==> src/include/rv_decode_defs.svh <==
`ifndef RV_DEFS_SVH
`define RV_DEFS_SVH

`define RV_XLEN        32
`define RV_REG_IDX_W   5
`define RV_CAUSE_W     4
`define RV_ALU_OP_W    19
`define RV_JMP_OP_W    9
`define RV_MEM_OP_W    9
`define RV_CSR_OP_W    6
`define RV_SYS_OP_W    8

// major opcode, instr[6:2]
`define OPC_BRANCH     5'b11000
`define OPC_JALR       5'b11001
`define OPC_JAL        5'b11011
`define OPC_AUIPC      5'b00101
`define OPC_OP_IMM     5'b00100
`define OPC_OP         5'b01100
`define OPC_LUI        5'b01101
`define OPC_LOAD       5'b00000
`define OPC_STORE      5'b01000
`define OPC_SYSTEM     5'b11100
`define OPC_CUSTOM     5'b11111

`define INSTR_ECALL    32'h0000_0073
`define INSTR_EBREAK   32'h0010_0073
`define INSTR_MRET     32'h3020_0073
`define INSTR_SRET     32'h1020_0073
`define INSTR_WFI      32'h1050_0073

`define CAUSE_ILLEGAL     4'd2
`define CAUSE_BREAKPOINT  4'd3
`define CAUSE_ECALL_M     4'd11

`endif

==> src/rv_decode_pkg.sv <==
`include "rv_decode_defs.svh"

package rv_decode_pkg;

    typedef logic [`RV_XLEN-1:0]      instr_t;
    typedef logic [`RV_REG_IDX_W-1:0] reg_idx_t;
    typedef logic [`RV_XLEN-1:0]      imm_t;

    // one-hot, [9:0] reg forms, [18:10] imm forms
    typedef logic [`RV_ALU_OP_W-1:0]  alu_op_t;

    // encoded code, auipc on bit 8
    typedef logic [`RV_JMP_OP_W-1:0]  jmp_op_t;

    // one-hot, lui / loads / stores
    typedef logic [`RV_MEM_OP_W-1:0]  mem_op_t;

    typedef logic [`RV_CSR_OP_W-1:0]  csr_op_t;

    // one-hot machine ops, bits 3 and 6..7 unused
    typedef logic [`RV_SYS_OP_W-1:0]  sys_op_t;

    typedef logic [`RV_CAUSE_W-1:0]   cause_t;

    typedef struct packed {
        alu_op_t  alu_op;
        jmp_op_t  jmp_op;
        mem_op_t  mem_op;
        logic     cust_op;
        csr_op_t  csr_op;
        sys_op_t  sys_op;
        logic     illegal;
        logic     trap;       // synchronous exception request
        cause_t   cause;
        reg_idx_t rd;
        reg_idx_t rs1;
        reg_idx_t rs2;
        imm_t     imm;
    } decode_bus_t;

endpackage

==> src/instruction_decode.sv <==
`timescale 1ns/1ps
`include "rv_decode_defs.svh"

module instruction_decode (
    input  rv_decode_pkg::instr_t   instr,
    output rv_decode_pkg::alu_op_t  alu_op,
    output rv_decode_pkg::jmp_op_t  jmp_op,
    output rv_decode_pkg::mem_op_t  mem_op,
    output logic                    cust_op,
    output rv_decode_pkg::csr_op_t  csr_op,
    output rv_decode_pkg::sys_op_t  sys_op,
    output logic                    illegal,
    output rv_decode_pkg::reg_idx_t rd,
    output rv_decode_pkg::reg_idx_t rs1,
    output rv_decode_pkg::reg_idx_t rs2
);

    logic [4:0] opcode;
    logic [2:0] funct3;

    assign opcode = instr[6:2];
    assign funct3 = instr[14:12];

    // register fields pass through raw, even when unused
    assign rd  = instr[11:7];
    assign rs1 = instr[19:15];
    assign rs2 = instr[24:20];

    always_comb begin
        alu_op  = '0;
        jmp_op  = '0;
        mem_op  = '0;
        cust_op = 1'b0;
        csr_op  = '0;
        sys_op  = '0;
        illegal = 1'b0;

        // groups stay zero on every illegal path
        if (instr[1:0] != 2'b11) begin
            illegal = 1'b1;                                 // compressed / reserved
        end else begin
            case (opcode)
                `OPC_BRANCH: begin
                    case (funct3)
                        3'b000:  jmp_op = 9'd0;             // beq
                        3'b001:  jmp_op = 9'd1;             // bne
                        3'b100:  jmp_op = 9'd2;             // blt
                        3'b101:  jmp_op = 9'd3;             // bge
                        3'b110:  jmp_op = 9'd4;             // bltu
                        3'b111:  jmp_op = 9'd5;             // bgeu
                        default: illegal = 1'b1;
                    endcase
                end
                `OPC_JALR: begin
                    if (funct3 == 3'b000) begin
                        jmp_op = 9'd6;
                    end else begin
                        illegal = 1'b1;
                    end
                end
                `OPC_JAL:   jmp_op = 9'd1;                  // shares the bne code
                `OPC_AUIPC: jmp_op = 9'b1_0000_0000;
                `OPC_OP: begin
                    case (funct3)
                        3'b000:  alu_op[instr[30] ? 1 : 0] = 1'b1;   // add/sub
                        3'b001:  alu_op[2] = 1'b1;          // sll
                        3'b010:  alu_op[3] = 1'b1;          // slt
                        3'b011:  alu_op[4] = 1'b1;          // sltu
                        3'b100:  alu_op[5] = 1'b1;          // xor
                        3'b101:  alu_op[instr[30] ? 7 : 6] = 1'b1;   // srl/sra
                        3'b110:  alu_op[8] = 1'b1;          // or
                        default: alu_op[9] = 1'b1;          // and
                    endcase
                end
                `OPC_OP_IMM: begin
                    case (funct3)
                        3'b000:  alu_op[10] = 1'b1;         // addi
                        3'b001:  alu_op[11] = 1'b1;         // slli
                        3'b010:  alu_op[12] = 1'b1;         // slti
                        3'b011:  alu_op[13] = 1'b1;         // sltiu
                        3'b100:  alu_op[14] = 1'b1;         // xori
                        3'b101:  alu_op[instr[30] ? 16 : 15] = 1'b1; // srli/srai
                        3'b110:  alu_op[17] = 1'b1;         // ori
                        default: alu_op[18] = 1'b1;         // andi
                    endcase
                end
                `OPC_LUI: mem_op[0] = 1'b1;
                `OPC_LOAD: begin
                    case (funct3)
                        3'b000:  mem_op[1] = 1'b1;          // lb
                        3'b001:  mem_op[2] = 1'b1;          // lh
                        3'b010:  mem_op[3] = 1'b1;          // lw
                        3'b100:  mem_op[4] = 1'b1;          // lbu
                        3'b101:  mem_op[5] = 1'b1;          // lhu
                        default: illegal = 1'b1;
                    endcase
                end
                `OPC_STORE: begin
                    case (funct3)
                        3'b000:  mem_op[6] = 1'b1;          // sb
                        3'b001:  mem_op[7] = 1'b1;          // sh
                        3'b010:  mem_op[8] = 1'b1;          // sw
                        default: illegal = 1'b1;
                    endcase
                end
                `OPC_SYSTEM: begin
                    if (funct3 == 3'b000) begin
                        // priv ops must match the whole word
                        case (instr)
                            `INSTR_EBREAK: sys_op[0] = 1'b1;
                            `INSTR_ECALL:  sys_op[1] = 1'b1;
                            `INSTR_MRET:   sys_op[2] = 1'b1;
                            `INSTR_SRET:   sys_op[4] = 1'b1;
                            `INSTR_WFI:    sys_op[5] = 1'b1;
                            default:       illegal = 1'b1;
                        endcase
                    end else begin
                        case (funct3)
                            3'b001:  csr_op[0] = 1'b1;      // csrrw
                            3'b010:  csr_op[1] = 1'b1;      // csrrs
                            3'b011:  csr_op[2] = 1'b1;      // csrrc
                            3'b101:  csr_op[3] = 1'b1;      // csrrwi
                            3'b110:  csr_op[4] = 1'b1;      // csrrsi
                            3'b111:  csr_op[5] = 1'b1;      // csrrci
                            default: illegal = 1'b1;        // funct3 100
                        endcase
                    end
                end
                `OPC_CUSTOM: cust_op = 1'b1;
                default:     illegal = 1'b1;
            endcase
        end
    end

endmodule

==> src/imm_gen.sv <==
`timescale 1ns/1ps
`include "rv_decode_defs.svh"

module imm_gen (
    input  rv_decode_pkg::instr_t instr,
    output rv_decode_pkg::imm_t   imm
);

    logic [4:0] opcode;
    logic       sign;

    assign opcode = instr[6:2];
    assign sign   = instr[31];

    always_comb begin
        case (opcode)
            `OPC_OP_IMM, `OPC_LOAD, `OPC_JALR: begin
                imm = {{20{sign}}, instr[31:20]};                      // I
            end
            `OPC_STORE: begin
                imm = {{20{sign}}, instr[31:25], instr[11:7]};         // S
            end
            `OPC_BRANCH: begin
                imm = {{19{sign}}, instr[31], instr[7], instr[30:25],
                       instr[11:8], 1'b0};                             // B
            end
            `OPC_LUI, `OPC_AUIPC: begin
                imm = {instr[31:12], 12'b0};                           // U
            end
            `OPC_JAL: begin
                imm = {{11{sign}}, instr[31], instr[19:12], instr[20],
                       instr[30:21], 1'b0};                            // J
            end
            default: imm = '0;                                         // no immediate
        endcase
    end

endmodule

==> src/trap_cause.sv <==
`timescale 1ns/1ps
`include "rv_decode_defs.svh"

module trap_cause (
    input  logic                   illegal,
    input  rv_decode_pkg::sys_op_t sys_op,
    output logic                   trap,
    output rv_decode_pkg::cause_t  cause
);

    // illegal beats ecall beats ebreak
    always_comb begin
        trap = 1'b1;
        if (illegal) begin
            cause = `CAUSE_ILLEGAL;
        end else if (sys_op[1]) begin
            cause = `CAUSE_ECALL_M;        // ecall from M mode
        end else if (sys_op[0]) begin
            cause = `CAUSE_BREAKPOINT;     // ebreak
        end else begin
            trap  = 1'b0;
            cause = '0;
        end
    end

endmodule

==> src/decode_pipe_reg.sv <==
`timescale 1ns/1ps

module decode_pipe_reg (
    input  logic                       clk,
    input  logic                       reset,
    input  logic                       flush,
    input  logic                       in_valid,
    input  rv_decode_pkg::decode_bus_t in_bus,
    output logic                       out_valid,
    output rv_decode_pkg::decode_bus_t out_bus
);

    logic load;

    assign load = in_valid & ~flush;    // flush wins over valid

    always_ff @(posedge clk) begin
        if (reset) begin
            out_valid <= 1'b0;
        end else begin
            out_valid <= load;
        end
    end

    // bundle holds its last value when nothing loads
    always_ff @(posedge clk) begin
        if (reset) begin
            out_bus <= '0;
        end else if (load) begin
            out_bus <= in_bus;
        end
    end

endmodule

==> src/rv_decode_top.sv <==
`timescale 1ns/1ps

module rv_decode_top (
    input  logic                       clk,
    input  logic                       reset,
    input  logic                       instr_valid,
    input  rv_decode_pkg::instr_t      instr,
    input  logic                       flush,
    output logic                       dec_valid,
    output rv_decode_pkg::decode_bus_t dec
);

    rv_decode_pkg::decode_bus_t bus;

    instruction_decode i_instruction_decode (
        .instr   (instr),
        .alu_op  (bus.alu_op),
        .jmp_op  (bus.jmp_op),
        .mem_op  (bus.mem_op),
        .cust_op (bus.cust_op),
        .csr_op  (bus.csr_op),
        .sys_op  (bus.sys_op),
        .illegal (bus.illegal),
        .rd      (bus.rd),
        .rs1     (bus.rs1),
        .rs2     (bus.rs2)
    );

    imm_gen i_imm_gen (
        .instr (instr),
        .imm   (bus.imm)
    );

    trap_cause i_trap_cause (
        .illegal (bus.illegal),
        .sys_op  (bus.sys_op),
        .trap    (bus.trap),
        .cause   (bus.cause)
    );

    decode_pipe_reg i_decode_pipe_reg (
        .clk       (clk),
        .reset     (reset),
        .flush     (flush),
        .in_valid  (instr_valid),
        .in_bus    (bus),
        .out_valid (dec_valid),
        .out_bus   (dec)
    );

endmodule

==> config.mk <==
export PLATFORM = sky130hd
export DESIGN_NAME = rv_decode_top
export DESIGN_NICKNAME = d
export VERILOG_FILES = /design/src/rv_decode_pkg.sv /design/src/instruction_decode.sv /design/src/imm_gen.sv /design/src/trap_cause.sv /design/src/decode_pipe_reg.sv /design/src/rv_decode_top.sv
export VERILOG_INCLUDE_DIRS = /design/src /design/src/include
export SDC_FILE = /design/constraint.sdc
export NUM_CORES = 1
export LEC_CHECK = 0
export BUFFER_PORTS_ARGS = -buffer_cell sky130_fd_sc_hd__buf_2
export CAP_MARGIN = 20
export CORE_ASPECT_RATIO = 0.6
export CORE_MARGIN = 2
export CORE_UTILIZATION = 25
export DETAILED_ROUTE_END_ITERATION = 7
export SLEW_MARGIN = 0
export SYNTH_ARGS = -nofsm -noshare
export SYNTH_HDL_FRONTEND = slang
export SYNTH_SLANG_ARGS = --single-unit
==> constraint.sdc <==
create_clock -name clk -period 2.6 [get_ports clk]
set_input_delay 0.52 -clock clk [delete_from_list [all_inputs] [get_ports clk]]
set_output_delay 0.52 -clock clk [all_outputs]
set_load 0.01 [all_outputs]
* After elaboration in Yosys (flattened, before gate mapping) *
Index checks and enable logic that the tools add are counted.

word-level totals
  register bits = 103
  input port bits = 36

operators by class
  reductions and logical operators = 15
  multiplexer cells = 77
  eq/ne operators = 23
  $lt $le $gt $ge = 6
  bitwise gates (word level) = 2

operators by type and width
  cell                  count
  $pmux 32 s5           1
  $ge 32x1->1 const B   3
  $lt 32x7->1 const B   3
  $eq 32x29->1 const B  2
  $pmux 19 s2           1
  $pmux 9 s4            1
  $eq 32x21->1 const B  1
  $eq 32x30->1 const B  1
  $eq 32x7->1 const B   1
  $mux 1                32
  $eq 5x5->1 const B    5
  $reduce_or 6->1       4
  $mux 19               1
  $mux 6                3
  $mux 9                2
  $pmux 1 s3            6
  $pmux 9 s2            1
  $demux 1 s5           3
  $eq 5x4->1 const B    3
  $mux 3                5
  $pmux 3 s5            1
  $reduce_or 5->1       3
  $pmux 1 s2            7
  $eq 3x3->1 const B    4
  other kinds (17)      29

* Longest topological paths before layout *
  word-level depth = 8
  gate-level depth with buffers = 8
  depth with buffers taken out = 5

* Hierarchy *
Synthesis repeated with hierarchy kept, for this count alone.

unflattened totals
  cells, all modules = 703
  area total of the unflattened synthesis = 6276.0 um^2

by module, submodules not included
  module              sequential area each (um^2)  cells each  times used  area an instance (um^2)
  decode_pipe_reg     2122.0                       479         1           4947.2
  instruction_decode  0.0                          148         1           840.8
  imm_gen             0.0                          70          1           444.2
  trap_cause          0.0                          6           1           43.8

* Worst setup path before layout *
OpenSTA, ideal clock, no wires.

  path kind = input port to flip-flop
  from = input instr[30]
  to = register i_decode_pipe_reg.out_bus[48] in the netlist's numbering
  data arrival time = 1761 ps
  stages on the path = 6
  setup slack = 701 ps
  setup time = 138 ps
  cell sequence = buf_2 nor4_1 nand3_1 or3_1 o311ai_2 a311oi_1

on the way
  word-level cells in the longest chain between the ends = 8
  elaborated cells between the ends (all ways) = 18
  those cells by class = eq/ne: 5; mux: 12; reduce/logical: 1

ends and longest elaborated chain
  element                                                               RTL line               text
  start, declared                                                       rv_decode_top.sv:7     input rv_decode_pkg::instr_t instr,
  parallel branches: the longest is 7 deep, another holds $eq 32x30->1  --
  $mux 4 *                                                              trap_cause.sv:14       if (illegal) begin
  end signal, assigned                                                  decode_pipe_reg.sv:30  out_bus <= in_bus;
  end, declared                                                         decode_pipe_reg.sv:10  output rv_decode_pkg::decode_bus_t out_bus

Every way passes the cells marked *.
A chain may end at the register's enable or synchronous reset.

* Final worst setup path *
  from = input instr[6]
  to = register i_decode_pipe_reg.out_bus[29] in the netlist's numbering

on the way
  word-level cells in the longest chain between the ends = 3
  elaborated cells between the ends (all ways) = 11
  those cells by class = eq/ne: 7; mux: 1; reduce/logical: 3

ends and longest elaborated chain
  element                                                    RTL line       text
  $eq 5x3->1 (tied with other cells)                         imm_gen.sv:16  case (opcode)
  $reduce_or 3->1 / $reduce_or 2->1 (equally long branches)  imm_gen.sv:16
  $pmux 32 s5 *                                              imm_gen.sv:16

Mark *: on every way between the ends. The rest lies on a longest branch, timed or not.

==> impl_metrics.prom <==
# TYPE chip_impl_metric gauge
chip_impl_info{name="run_status",value="complete, no violations"} 1
chip_impl_metric{name="die_height",unit="um"} 103
chip_impl_metric{name="clk_pin_slew",unit="ps"} 70
chip_impl_metric{name="tritoncts.num_buffers",unit=""} 9
chip_impl_metric{name="netSwitchingFraction",unit="%"} 25.4
chip_impl_info{name="synth_top_flop_cell",value="sky130_fd_sc_hd__dfxtp_1"} 1
chip_impl_metric{name="setup_slack",unit="ps"} 721
chip_impl_metric{name="avgSynthCellArea",unit="sq um"} 8.39
chip_impl_info{name="setup.worst_path.end_class",value="flop"} 1
chip_impl_metric{name="drt_drc_violations_left",unit=""} 0
chip_impl_metric{name="core_area",unit="sq mm"} 0.0161
chip_impl_metric{name="grt_antenna_before_repair",unit=""} 0
chip_impl_info{name="cp-start-kind",value="input port"} 1
chip_impl_info{name="worst-setup-path-type",value="input port to flop"} 1
chip_impl_metric{name="clkSinkCount",unit=""} 96
chip_impl_metric{name="power_per_cell_area",unit="mW/mm^2"} 601
chip_impl_metric{name="synth-edff-count",unit=""} 0
chip_impl_metric{name="h-tree-depth",unit=""} 3
chip_impl_metric{name="maxClockFrequency",unit="MHz"} 532
chip_impl_metric{name="final.fill_count",unit=""} 1742
chip_impl_info{name="unrepaired_setup_endpoints_after_global_routing",value="no"} 1
chip_impl_metric{name="synthDistinctLibCells",unit=""} 53
chip_impl_info{name="post_synth_main_area_contributors",value="sky130_fd_sc_hd__dfxtp_1 (47%), sky130_fd_sc_hd__a22oi_1 (6.6%), sky130_fd_sc_hd__nand2_1 (6.3%)"} 1
chip_impl_metric{name="nets",unit=""} 645
chip_impl_metric{name="setup_viol",unit=""} 0
chip_impl_metric{name="ant_nets",unit=""} 0
chip_impl_metric{name="ys_seq_elements",unit=""} 96
chip_impl_metric{name="antenna_cells_inserted",unit=""} 0
chip_impl_metric{name="p_leak",unit="nW"} 2.21
chip_impl_metric{name="average_via_count_per_standard_cell",unit=""} 4.87
chip_impl_metric{name="pin_count",unit=""} 142
chip_impl_metric{name="groute.usage.overall",unit="%"} 16.9
chip_impl_metric{name="drt_iter0_drc",unit=""} 388
chip_impl_metric{name="skew",unit="ps"} 0
chip_impl_metric{name="ir_drop",unit="V"} 0.000239
chip_impl_metric{name="cp_data_required_time",unit="ps"} 2870
chip_impl_metric{name="replace_congestion",unit=""} 0.901
chip_impl_metric{name="timing_hold_violations_final",unit=""} 0
chip_impl_metric{name="die-width",unit="um"} 169
chip_impl_info{name="worst_path_max_delay_cell",value="sky130_fd_sc_hd__or4_4"} 1
chip_impl_info{name="worstPathCellList",value="buf_2 > or4_4 > nand2_1 > o21a_1 > a21oi_1 > o21ai_0"} 1
chip_impl_metric{name="buffer_ports.inserted",unit=""} 132
chip_impl_metric{name="die_area",unit="sq mm"} 0.0175
chip_impl_metric{name="power.share.sequential",unit="%"} 47.6
chip_impl_metric{name="detail_route.wl_per_cell",unit="um"} 18.2
chip_impl_info{name="cts_tree",value="yes"} 1
chip_impl_metric{name="core.rowCount",unit=""} 36
chip_impl_metric{name="cp_data_arrival_time",unit="ps"} 2150
chip_impl_metric{name="worst_slew_pin_slew",unit="ps"} 804
chip_impl_metric{name="preCtsSetupSlack",unit="ps"} 392
chip_impl_metric{name="layoutNonFillerInstCount",unit=""} 822
chip_impl_metric{name="gr-total-overflow",unit=""} 0
chip_impl_metric{name="clkLatencyLatePin",unit="ps"} 340
chip_impl_info{name="timing.hold.worst.class",value="input port to flop"} 1
chip_impl_metric{name="firstDrtPassIters",unit=""} 5
chip_impl_info{name="final_common_cell",value="sky130_fd_sc_hd__buf_2"} 1
chip_impl_metric{name="net_switching_power_of_the_design",unit="W"} 0.000797
chip_impl_metric{name="area.growth.synth_to_final",unit="%"} 27.7
chip_impl_metric{name="drive_gt1_share",unit="%"} 29.9
chip_impl_metric{name="first_global_vias",unit=""} 3502
chip_impl_metric{name="synth_top_area_share",unit="%"} 46.9
chip_impl_metric{name="synth_cells",unit=""} 488
chip_impl_metric{name="timing.max_cap.violations",unit=""} 0
chip_impl_info{name="cts-root-buf",value="sky130_fd_sc_hd__clkbuf_16"} 1
chip_impl_metric{name="cp_max_fo",unit=""} 16
chip_impl_metric{name="ctsResizeCount",unit=""} 0
chip_impl_metric{name="power.combinational.fraction",unit="%"} 9.3
chip_impl_metric{name="crit_path_max_incr_delay",unit="ps"} 560
chip_impl_metric{name="dp_hpwl",unit="um"} 11300
chip_impl_metric{name="routed-via-count",unit=""} 4001
chip_impl_metric{name="r2r_slack",unit="ps"} 1820
chip_impl_metric{name="final_min_period_over_clock_period",unit="%"} 72.3
chip_impl_info{name="yosysTopAreaCell",value="sky130_fd_sc_hd__dfxtp_1"} 1
chip_impl_metric{name="post_cts_hold_buffer_count",unit=""} 0
chip_impl_metric{name="ys_warn_count",unit=""} 0
chip_impl_metric{name="cts_max_path_buffers",unit=""} 2
chip_impl_metric{name="grt_first_pass_wirelength",unit="um"} 22000
chip_impl_metric{name="number_of_cells_after_detailed_placement",unit=""} 807
chip_impl_metric{name="layout_min_cycle_time",unit="ps"} 1880
chip_impl_info{name="mostFrequentLayoutCells",value="sky130_fd_sc_hd__buf_2 (132), sky130_fd_sc_hd__dfxtp_1 (96), sky130_fd_sc_hd__nand2_1 (69)"} 1
chip_impl_metric{name="post_cts.repair.setup_buffers",unit=""} 0
chip_impl_metric{name="syn-cell-area",unit="sq mm"} 0.00410
chip_impl_metric{name="timing.setup.tns",unit="ps"} 0
chip_impl_metric{name="slew_viol_final",unit=""} 0
chip_impl_metric{name="initial_utilization",unit="%"} 25.4
chip_impl_metric{name="worst_slew_margin_rel",unit="%"} 46.0
chip_impl_metric{name="power.clock.fraction",unit="%"} 43.1
chip_impl_metric{name="power_report.internal_total",unit="W"} 0.00235
chip_impl_metric{name="synth_async_sr_flop_share",unit="%"} 0
chip_impl_metric{name="maximum_number_of_pins_on_one_net_before_global_route_repair",unit=""} 60
chip_impl_metric{name="routed_wirelength",unit="um"} 14900
chip_impl_metric{name="synth_sequential_area_ratio",unit="%"} 46.9
==> per-stage QoR <==
stage / area, sq um / power (W) / util [%] / hold WS (ps)
after floorplan: 4130 / 0.00171 / - / 476
after global placement: 4930 / 0.00182 / 30.6 / 438
after detailed placement: 4930 / 0.00182 / 30.6 / 435
after CTS: 5230 / 0.00317 / 32.4 / 431
after global routing: 5230 / 0.00325 / 32.4 / 437
final: 5230 / 0.00314 / 32.4 / 443
==> power by group through the flow <==
| stage | combinational, W | clock, W | sequential (W) |
|---|---|---|---|
| 6_report | 0.000292 | 0.00135 | 0.00150 |
| 5_1_grt | 0.000317 | 0.00144 | 0.00150 |
| 4_1_cts | 0.000289 | 0.00138 | 0.00150 |
| 3_5_place_dp | 0.000289 | 0 | 0.00153 |
| 3_3_place_gp | 0.000291 | 0 | 0.00153 |
| 2_1_floorplan | 0.000168 | 0 | 0.00154 |
==> path summary, 6_finish.rpt <==
check | cells past startpoint | from | end
worst max-delay path | 6 | instr[6] | i_decode_pipe_reg.out_bus[29]$_SDFFE_PP0P_
worst min-delay path | 3 | instr[11] | i_decode_pipe_reg.out_bus[46]$_SDFFE_PP0P_
worst max register to register | 2 | i_decode_pipe_reg.out_bus[48]$_SDFFE_PP0P_ | i_decode_pipe_reg.out_bus[48]$_SDFFE_PP0P_
worst min register to register | 2 | i_decode_pipe_reg.out_bus[72]$_SDFFE_PP0P_ | i_decode_pipe_reg.out_bus[72]$_SDFFE_PP0P_
==> registers in the layout, summed over array words and instances, names as in the netlist <==
name	cells
i_decode_pipe_reg.out_valid	1
i_decode_pipe_reg.out_bus	95
==> final cells by class <==
| type | instances | area (sq um) | share of cell area, % |
|---|---|---|---|
| Sequential cell | 96 | 1920 | 36.7 |
| Multi-Input combinational cell | 345 | 1920 | 36.7 |
| Clock buffer | 11 | 243 | 4.64 |
| Timing Repair Buffer | 152 | 811 | 15.5 |
| Clock inverter | 4 | 55.1 | 1.05 |
| Tap cell | 209 | 262 | 5.00 |
| Inverter | 5 | 18.8 | 0.359 |
==> layer usage <==
metal / share of wire, % / GRT usage, %
met4: 0.88 / 3.88
met3: 8.8 / 5.14
met1: 51 / 26.5
met5: 0 / 0
met2: 39 / 21.9
==> kinds of logic after synthesis <==
group                  count (synthesis)  share of synthesized area, %
AO/OA/AOI/OAI                        141                          23.6
buffers and inverters                 55                          7.02
flip-flops                            96                          46.9
other                                  1                        0.0915
AND/OR/NAND/NOR                      195                          22.3
==> critical path: cells and delay by family <==
family	cells	cell delay, ps
and+or+nand+nor	2	800
AOI/OAI and AO/OA	3	630
buffers and inverters	1	190
==> synthesized netlist by cell type (6+ instances only) <==
library cell / count
sky130_fd_sc_hd__dfxtp_1: 96
sky130_fd_sc_hd__nand2_1: 69
sky130_fd_sc_hd__nor2_1: 67
sky130_fd_sc_hd__a21oi_1: 47
sky130_fd_sc_hd__a22oi_1: 36
sky130_fd_sc_hd__clkbuf_1: 23
sky130_fd_sc_hd__buf_4: 14
sky130_fd_sc_hd__a32oi_1: 12
sky130_fd_sc_hd__nor3_1: 11
sky130_fd_sc_hd__o21ai_0: 10
sky130_fd_sc_hd__o21ai_2: 10
sky130_fd_sc_hd__nand3_1: 7
sky130_fd_sc_hd__and2_1: 6
No activity file was read; power rests on OpenSTA's default activity.
